<file path="src/common/histogram_config.svh">
`ifndef HISTOGRAM_CONFIG_SVH
`define HISTOGRAM_CONFIG_SVH

// raw sample width in codes
`define NP_WIDTH 10

// bins per histogram, same for coarse and fine
`define NB_BINS 16

// bin address width
`define NB_WIDTH 4

// bin counter width, counters stick at all ones
`define PEAK_MAX 4

// accepted samples per histogram pass
// out of window samples are counted as well
`define SAMPLES_PER_HIS 8

// sample to coarse bin, 64 codes per bin
`define CH_SHIFT 6

// window offset to fine bin, 4 codes per bin
`define FH_SHIFT 2

`endif

</file>
<file path="src/common/histCtrlPkg.sv">
// control encodings shared by the histogram blocks
package histCtrlPkg;

    // builder sequence
    // one clear cycle ahead of each acquisition pass
    typedef enum logic [2:0] {
        CLEAR_CH,
        ACQ_CH,
        CLEAR_FH,
        ACQ_FH,
        REPORT
    } hisState_e;

    // which histogram is being built
    // selects the mapper mode and the peak register
    typedef enum logic {
        PHASE_CH,
        PHASE_FH
    } hisPhase_e;

endpackage

</file>
<file path="src/common/histDataPkg.sv">
`include "histogram_config.svh"

// data types of the histogram path
package histDataPkg;

    // raw time sample, also used for window limits
    typedef logic [`NP_WIDTH-1:0] sample_t;

    // bin index inside one histogram
    typedef logic [`NB_WIDTH-1:0] binAddr_t;

    // saturating bin counter
    typedef logic [`PEAK_MAX-1:0] binCount_t;

endpackage

</file>
<file path="src/source/binMapper.sv">
`timescale 1ns/1ps
`include "histogram_config.svh"

module binMapper
    import histCtrlPkg::*, histDataPkg::*;
(
    input  sample_t   roughData,
    input  hisPhase_e hisNum,
    input  sample_t   THminus,
    input  sample_t   THpositive,
    output binAddr_t  addr,
    output logic      outOfWindow
);

    sample_t coarseBin;
    sample_t fineOffset;
    sample_t fineBin;
    logic    inWindow;

    // coarse bin is just the top bits of the sample
    assign coarseBin = roughData >> `CH_SHIFT;

    // offset inside the fine window
    // wraps for samples below THminus, those get flagged anyway
    assign fineOffset = roughData - THminus;
    assign fineBin    = fineOffset >> `FH_SHIFT;

    // window limits are both inclusive
    assign inWindow = (roughData >= THminus) && (roughData <= THpositive);

    always_comb begin
        case (hisNum)
            PHASE_FH: begin
                // only low bits matter once inside the 64 code window
                addr        = binAddr_t'(fineBin);
                outOfWindow = !inWindow;
            end
            default: begin
                // coarse pass takes every sample
                addr        = binAddr_t'(coarseBin);
                outOfWindow = 1'b0;
            end
        endcase
    end

endmodule

</file>
<file path="src/histogram/hisBuilderFSM.sv">
`timescale 1ns/1ps
`include "histogram_config.svh"

module hisBuilderFSM
    import histCtrlPkg::*, histDataPkg::*;
(
    input  logic      clk,
    input  logic      arstN,
    input  logic      wrEn,
    input  binAddr_t  addr,
    input  logic      outOfWindow,
    output logic      acqReady,
    output hisPhase_e hisNum,
    output binCount_t binCounts,
    output binAddr_t  countAddr,
    output logic      countStrobe,
    output logic      acqCountFinish,
    output logic      resultValid
);

    localparam int CNT_W = $clog2(`SAMPLES_PER_HIS + 1);
    localparam logic [CNT_W-1:0] LAST_SAMPLE = CNT_W'(`SAMPLES_PER_HIS - 1);
    localparam logic [CNT_W-1:0] FULL_COUNT  = CNT_W'(`SAMPLES_PER_HIS);

    hisState_e        state;
    hisState_e        nextState;
    logic [CNT_W-1:0] sampleCount;
    logic             finishDly;
    logic             accept;
    logic             binHit;
    logic             clearBins;
    binCount_t        hisBins [`NB_BINS];

    // ready only while a pass still needs samples
    // drops right after the last accepted one
    assign acqReady  = ((state == ACQ_CH) || (state == ACQ_FH)) && (sampleCount != FULL_COUNT);
    assign accept    = wrEn && acqReady;
    // out of window samples count but leave the bins alone
    assign binHit    = accept && !outOfWindow;
    assign clearBins = (state == CLEAR_CH) || (state == CLEAR_FH);

    // CLEAR_FH still reports the coarse phase,
    // the coarse peakDone lands in that cycle
    assign hisNum = ((state == ACQ_FH) || (state == REPORT)) ? PHASE_FH : PHASE_CH;

    assign resultValid = (state == REPORT);

    // last updated bin, valid with countStrobe
    assign binCounts = hisBins[countAddr];

    always_comb begin
        nextState = state;
        case (state)
            CLEAR_CH: nextState = ACQ_CH;
            ACQ_CH:   if (acqCountFinish) nextState = CLEAR_FH;
            CLEAR_FH: nextState = ACQ_FH;
            // one extra cycle so peakValue is registered before REPORT
            ACQ_FH:   if (finishDly) nextState = REPORT;
            REPORT:   nextState = CLEAR_CH;
            default:  nextState = CLEAR_CH;
        endcase
    end

    always_ff @(posedge clk or negedge arstN) begin
        if (!arstN) begin
            state          <= CLEAR_CH;
            sampleCount    <= '0;
            countStrobe    <= 1'b0;
            acqCountFinish <= 1'b0;
            finishDly      <= 1'b0;
        end else begin
            state          <= nextState;
            countStrobe    <= binHit;
            acqCountFinish <= accept && (sampleCount == LAST_SAMPLE);
            finishDly      <= acqCountFinish;
            if (clearBins) begin
                sampleCount <= '0;
            end else if (accept) begin
                sampleCount <= sampleCount + 1'b1;
            end
        end
    end

    // bin storage, wiped in every clear cycle
    always_ff @(posedge clk) begin
        if (clearBins) begin
            for (int i = 0; i < `NB_BINS; i++) begin
                hisBins[i] <= '0;
            end
        end else if (binHit && (hisBins[addr] != '1)) begin
            // saturate at all ones
            hisBins[addr] <= hisBins[addr] + 1'b1;
        end
        if (binHit) begin
            countAddr <= addr;
        end
    end

endmodule

</file>
<file path="src/histogram/peakDetecter.sv">
`timescale 1ns/1ps
`include "histogram_config.svh"

module peakDetecter
    import histCtrlPkg::*, histDataPkg::*;
(
    input  logic      clk,
    input  logic      arstN,
    input  binCount_t binCounts,
    input  binAddr_t  countAddr,
    input  logic      countStrobe,
    input  logic      acqCountFinish,
    input  hisPhase_e hisNum,
    output binAddr_t  peakCH,
    output binAddr_t  peakFH,
    output logic      peakDone
);

    binCount_t bestCount;
    binAddr_t  bestAddr;
    logic      newBest;
    binAddr_t  finalAddr;

    // strictly greater, so on a tie the earlier bin stays
    assign newBest = countStrobe && (binCounts > bestCount);

    // the last update of a pass arrives with acqCountFinish,
    // fold it in before latching
    assign finalAddr = newBest ? countAddr : bestAddr;

    always_ff @(posedge clk or negedge arstN) begin
        if (!arstN) begin
            bestCount <= '0;
            bestAddr  <= '0;
            peakCH    <= '0;
            peakFH    <= '0;
            peakDone  <= 1'b0;
        end else begin
            peakDone <= acqCountFinish;
            if (acqCountFinish) begin
                // end of pass, restart the search for the next one
                bestCount <= '0;
                bestAddr  <= '0;
                // peakCH moves at every coarse end, peakFH only at the fine end
                if (hisNum == PHASE_CH) begin
                    peakCH <= finalAddr;
                end else begin
                    peakFH <= finalAddr;
                end
            end else if (newBest) begin
                bestCount <= binCounts;
                bestAddr  <= countAddr;
            end
        end
    end

endmodule

</file>
<file path="src/source/windowCalc.sv">
`timescale 1ns/1ps
`include "histogram_config.svh"

module windowCalc
    import histCtrlPkg::*, histDataPkg::*;
(
    input  logic      clk,
    input  logic      arstN,
    input  binAddr_t  peakCH,
    input  logic      peakDone,
    input  hisPhase_e hisNum,
    input  binAddr_t  peakFH,
    output sample_t   THminus,
    output sample_t   THpositive,
    output sample_t   delta,
    output sample_t   peakValue
);

    // window covers one full coarse bin
    localparam sample_t WIN_SPAN  = sample_t'((1 << `CH_SHIFT) - 1);
    // codes per fine bin
    localparam sample_t FINE_STEP = sample_t'(1 << `FH_SHIFT);

    sample_t chBase;

    // lowest code of the coarse peak bin
    assign chBase = sample_t'(peakCH) << `CH_SHIFT;

    always_ff @(posedge clk or negedge arstN) begin
        if (!arstN) begin
            THminus    <= '0;
            THpositive <= '0;
            delta      <= '0;
            peakValue  <= '0;
        end else if (peakDone) begin
            if (hisNum == PHASE_CH) begin
                THminus    <= chBase;
                THpositive <= chBase + WIN_SPAN;
                delta      <= FINE_STEP;
            end else begin
                // lower edge of the fine peak bin, ready for REPORT
                peakValue <= THminus + sample_t'(peakFH) * delta;
            end
        end
    end

endmodule

</file>
<file path="src/source/peakFinderTop.sv">
`timescale 1ns/1ps
`include "histogram_config.svh"

module peakFinderTop
    import histCtrlPkg::*, histDataPkg::*;
(
    input  logic     clk,
    input  logic     arstN,
    input  logic     wrEn,
    input  sample_t  roughData,
    output logic     acqReady,
    output logic     resultValid,
    output binAddr_t peakCH,
    output binAddr_t peakFH,
    output sample_t  peakValue
);

    hisPhase_e hisNum;
    binAddr_t  addr;
    logic      outOfWindow;
    sample_t   THminus;
    sample_t   THpositive;
    binCount_t binCounts;
    binAddr_t  countAddr;
    logic      countStrobe;
    logic      acqCountFinish;
    logic      peakDone;

    // sample to bin, coarse or fine by phase
    binMapper binMapperU0 (
        .roughData   (roughData),
        .hisNum      (hisNum),
        .THminus     (THminus),
        .THpositive  (THpositive),
        .addr        (addr),
        .outOfWindow (outOfWindow)
    );

    // counters and pass sequencing
    hisBuilderFSM hisBuilderFSMU0 (
        .clk            (clk),
        .arstN          (arstN),
        .wrEn           (wrEn),
        .addr           (addr),
        .outOfWindow    (outOfWindow),
        .acqReady       (acqReady),
        .hisNum         (hisNum),
        .binCounts      (binCounts),
        .countAddr      (countAddr),
        .countStrobe    (countStrobe),
        .acqCountFinish (acqCountFinish),
        .resultValid    (resultValid)
    );

    peakDetecter peakDetecterU0 (
        .clk            (clk),
        .arstN          (arstN),
        .binCounts      (binCounts),
        .countAddr      (countAddr),
        .countStrobe    (countStrobe),
        .acqCountFinish (acqCountFinish),
        .hisNum         (hisNum),
        .peakCH         (peakCH),
        .peakFH         (peakFH),
        .peakDone       (peakDone)
    );

    // fine bin width is only needed inside windowCalc
    windowCalc windowCalcU0 (
        .clk        (clk),
        .arstN      (arstN),
        .peakCH     (peakCH),
        .peakDone   (peakDone),
        .hisNum     (hisNum),
        .peakFH     (peakFH),
        .THminus    (THminus),
        .THpositive (THpositive),
        .delta      (),
        .peakValue  (peakValue)
    );

endmodule

</file>
<file path="config.mk">
export PLATFORM = sky130hd
export DESIGN_NAME = peakFinderTop
export DESIGN_NICKNAME = d
export VERILOG_FILES = /design/src/common/histCtrlPkg.sv /design/src/common/histDataPkg.sv /design/src/source/binMapper.sv /design/src/histogram/hisBuilderFSM.sv /design/src/histogram/peakDetecter.sv /design/src/source/windowCalc.sv /design/src/source/peakFinderTop.sv
export VERILOG_INCLUDE_DIRS = /design/src /design/src/common
export SDC_FILE = /design/constraint.sdc
export NUM_CORES = 1
export LEC_CHECK = 0
export BUFFER_PORTS_ARGS = -buffer_cell sky130_fd_sc_hd__buf_2
export CORE_AREA = 10 10 128 130
export CTS_CLUSTER_DIAMETER = 80
export CTS_CLUSTER_SIZE = 20
export DETAILED_ROUTE_END_ITERATION = 8
export DIE_AREA = 0 0 138 140
export PLACE_DENSITY = 0.66
export SETUP_SLACK_MARGIN = 0.3
export SYNTH_ARGS = -nofsm -noshare
export SYNTH_HDL_FRONTEND = slang
export SYNTH_HIERARCHICAL = 1
export SYNTH_SLANG_ARGS = --single-unit
</file>
<file path="constraint.sdc">
create_clock -name clk -period 4.6 [get_ports clk]
set_input_delay 0.23 -clock clk [delete_from_list [all_inputs] [get_ports clk]]
set_output_delay 0.23 -clock clk [all_outputs]
set_load 0.02 [all_outputs]
</file>
==> results.py <==
metrics = {
    "worst_setup_path": {
        "crit-reg2reg-launch": "hisBuilderFSMU0/state[0]",
        "cp-start-kind": "flop",
        "crit_arrival_ns": 4.24,
        "rrSetupSlack_ns": 0.45,
        "crit_path_end_kind": "flop",
        "worstPathMaxFanout": 26,
        "ff2ff_path_depth": 12,
        "rr_endpoint": "hisBuilderFSMU0/hisBins[3][1]",
        "crit_start": "hisBuilderFSMU0/state[0]",
        "critPathKind": "flop to flop",
        "worstPathRequired_ns": 4.68,
    },
    "sta": {
        "fin_tns_setup_ns": 0,
        "relSlewSlack_pct": 26.80,
        "finClkSkew_ns": 0.01208,
        "fin_crit_ns": 4.150,
        "setup_viol": 0,
        "fmax_ghz": 0.2409,
        "period_share_pct": 90.23,
        "worst_pin_slew_ns": 1.098,
        "hold_viol": 9,
        "drv_slew": 0,
        "whs_ns": -0.002205,
        "rsz0062_at_grt": "yes",
    },
    "clocking": {
        "cts_tree": "built",
        "clock_latency_ns": 0.36,
        "numCtsBuffers": 9,
        "cts_sinks": 112,
        "clockBufferDepth": 2,
        "clk_pin_slew_ns": 0.08,
        "ctsRootBufferMaster": "clkbuf_16",
        "htreeDepth": 3,
    },
    "die": {
        "coreArea_um2": 13770,
        "dieArea_um2": 19320,
        "rows": 43,
        "start_util_pct": 48.94,
        "die_h_um": 140,
        "die_w_um": 138,
        "io_pins": 33,
    },
    "power_and_ir_drop": {
        "switching_share_pct": 43.82,
        "p_per_area_nw_per_um2": 683.5,
        "finalPower_mw": 4.997,
        "seqPwrFrac_pct": 32.0,
        "p_int_mw": 2.807,
        "p_switching_mw": 2.190,
        "comb_power_share_pct": 52.5,
        "leakage_nw": 2.847,
        "clockPowerShare_pct": 15.5,
        "peakVddDrop_mv": 0.3702,
    },
    "layout": {
        "nNetsFinal": 625,
        "drive_above_1_share_pct": 22.37,
        "area_growth_syn_to_layout_pct": 8.465,
        "diodes": 0,
        "fin_util_pct": 53.08,
        "fillers": 1229,
    },
    "route": {
        "drc": 0,
        "drtPass1Iterations": 6,
        "num_vias": 4765,
        "drt_wl_total_um": 16030,
        "ant_nets": 0,
        "post_drt_wl_per_cell_um": 20.82,
        "initialDrtViolationCount": 544,
        "via_per_inst": 6.188,
    },
    "global_route": {
        "track_usage_pct": 16.42,
        "grtUsageMet1_pct": 20.56,
        "grt_max_degree": 41,
        "grt_pass1_vias": 4683,
        "grt_use_met3_pct": 3.955,
        "antenna_found_initial": 0,
        "grt.busiest_layer": "met2",
        "grt_pass1_wl_um": 25590,
        "grt_overflow_total": 0,
        "met2_usage_pct": 26.88,
    },
    "run_status": {
        "failed_checks": "negative hold slack",
        "status": "finished with violations",
    },
    "placement": {
        "place.gp.congestion": 0.9614,
        "port_buffers": 30,
        "dp_hpwl_um": 11730,
    },
    "min_path": {
        "hold_path_class": "input pin to async pin",
    },
    "synth": {
        "syn_area_um2": 6740,
        "synthCells": 574,
        "avgSynthCellArea_um2": 11.74,
        "yosys_warnings": 6,
    },
    "run": {
        "maxCapViolations": 0,
    },
}
[worst max-delay path by stage]
| stage | end | depth (start not counted) |
|---|---|---|
| finish | hisBuilderFSMU0/hisBins[3][1] | 12 |
| global route | hisBuilderFSMU0/hisBins[8][0] | 12 |
| CTS | hisBuilderFSMU0/hisBins[15][0] | 13 |
| detailed placement | hisBuilderFSMU0/hisBins[14][1] | 13 |
| global placement | hisBuilderFSMU0/hisBins[12][3] | 13 |
| floorplan | hisBuilderFSMU0/hisBins[0][0] | 15 |
[power groups by stage]
stage               clock, mW  sequential (mW)  combinational (mW)
global route            0.829             1.64                2.84
finish                  0.776             1.60                2.62
floorplan                   0             1.53                2.01
detailed placement          0             1.61                2.57
global placement            0             1.60                2.52
CTS                     0.793             1.60                2.58
[area by class of cell]
type                            count  area [um^2]  share of cell area [%]
Clock buffer                       10        239.0                   3.269
Sequential cell                   112         3123                   42.72
Tap cell                          180        225.2                   3.081
Clock inverter                      6        57.56                  0.7873
Inverter                           32        120.1                   1.643
Timing Repair Buffer               44        280.3                   3.834
Multi-Input combinational cell    386         3266                   44.67
[critical path: stages, from the launching register on]
cell	delay, ns
dfrtp_1	0.44
nor2b_2	0.27
a21o_1	0.18
inv_1	0.08
nor3_1	0.25
a21o_1	0.16
buf_12	0.20
mux4_1	0.63
a22oi_2	0.22
nand3_2	0.14
ha_1	0.37
or3b_2	0.51
nor4_1	0.42
[per-stage QoR]
step / worst slack [ns] / cell area [um^2] / cells
final: 0.4496 / 7311 / 770
after global routing: 0.2551 / 7311 / 770
after CTS: 0.3094 / 7272 / 768
after detailed placement: 0.1531 / 6974 / 752
after global placement: 0.3482 / 6974 / 752
after floorplan: 0.4380 / 6771 / 581
[repair_timing]
action	4_1_cts	5_1_grt
setup endpoints to repair	29	86
resized for setup	4	11
hold buffers	0	0
pin swaps	0	1
setup buffers	0	2
hold endpoints to repair	0	0
[metal layers]
metal / share of wire (%) / wire length [um]
met1: 42 / 6686
met2: 49 / 7843
met3: 7.3 / 1173
met4: 2.1 / 329
met5: 0 / 0
[registers in the layout, summed over array words and instances, names as in the netlist, named ones only]
| register | count |
|---|---|
| hisBuilderFSMU0/hisBins | 64 |
| hisBuilderFSMU0/acqCountFinish | 1 |
| hisBuilderFSMU0/state | 3 |
| hisBuilderFSMU0/finishDly | 1 |
| peakDetecterU0/peakCH | 4 |
| windowCalcU0/peakValue | 8 |
| peakDetecterU0/bestAddr | 4 |
| windowCalcU0/THpositive | 5 |
| peakDetecterU0/bestCount | 4 |
| peakDetecterU0/peakFH | 4 |
| hisBuilderFSMU0/sampleCount | 4 |
| peakDetecterU0/peakDone | 1 |
| hisBuilderFSMU0/countStrobe | 1 |
| hisBuilderFSMU0/countAddr | 4 |
[cells in the final DEF (no fill, tap or decap), types with 6 or more instances in the layout]
cell type and n:
conb_1 8, clkbuf_16 9, o2111ai_1 8, o21ai_1 6, inv_1 32, nand2_1 29
mux4_1 7, mux2_2 12, nor2b_1 8, nor2_1 42, dfrtp_1 40, nand4_1 16
a21oi_1 9, nand2b_1 20, nand3_1 23, ha_1 27, mux2i_1 11, a31oi_1 21
buf_2 30, nor4_1 16, o21ai_0 13, edfxtp_1 68, mux4_2 29, buf_4 12
(Power assumes the default switching activity.)
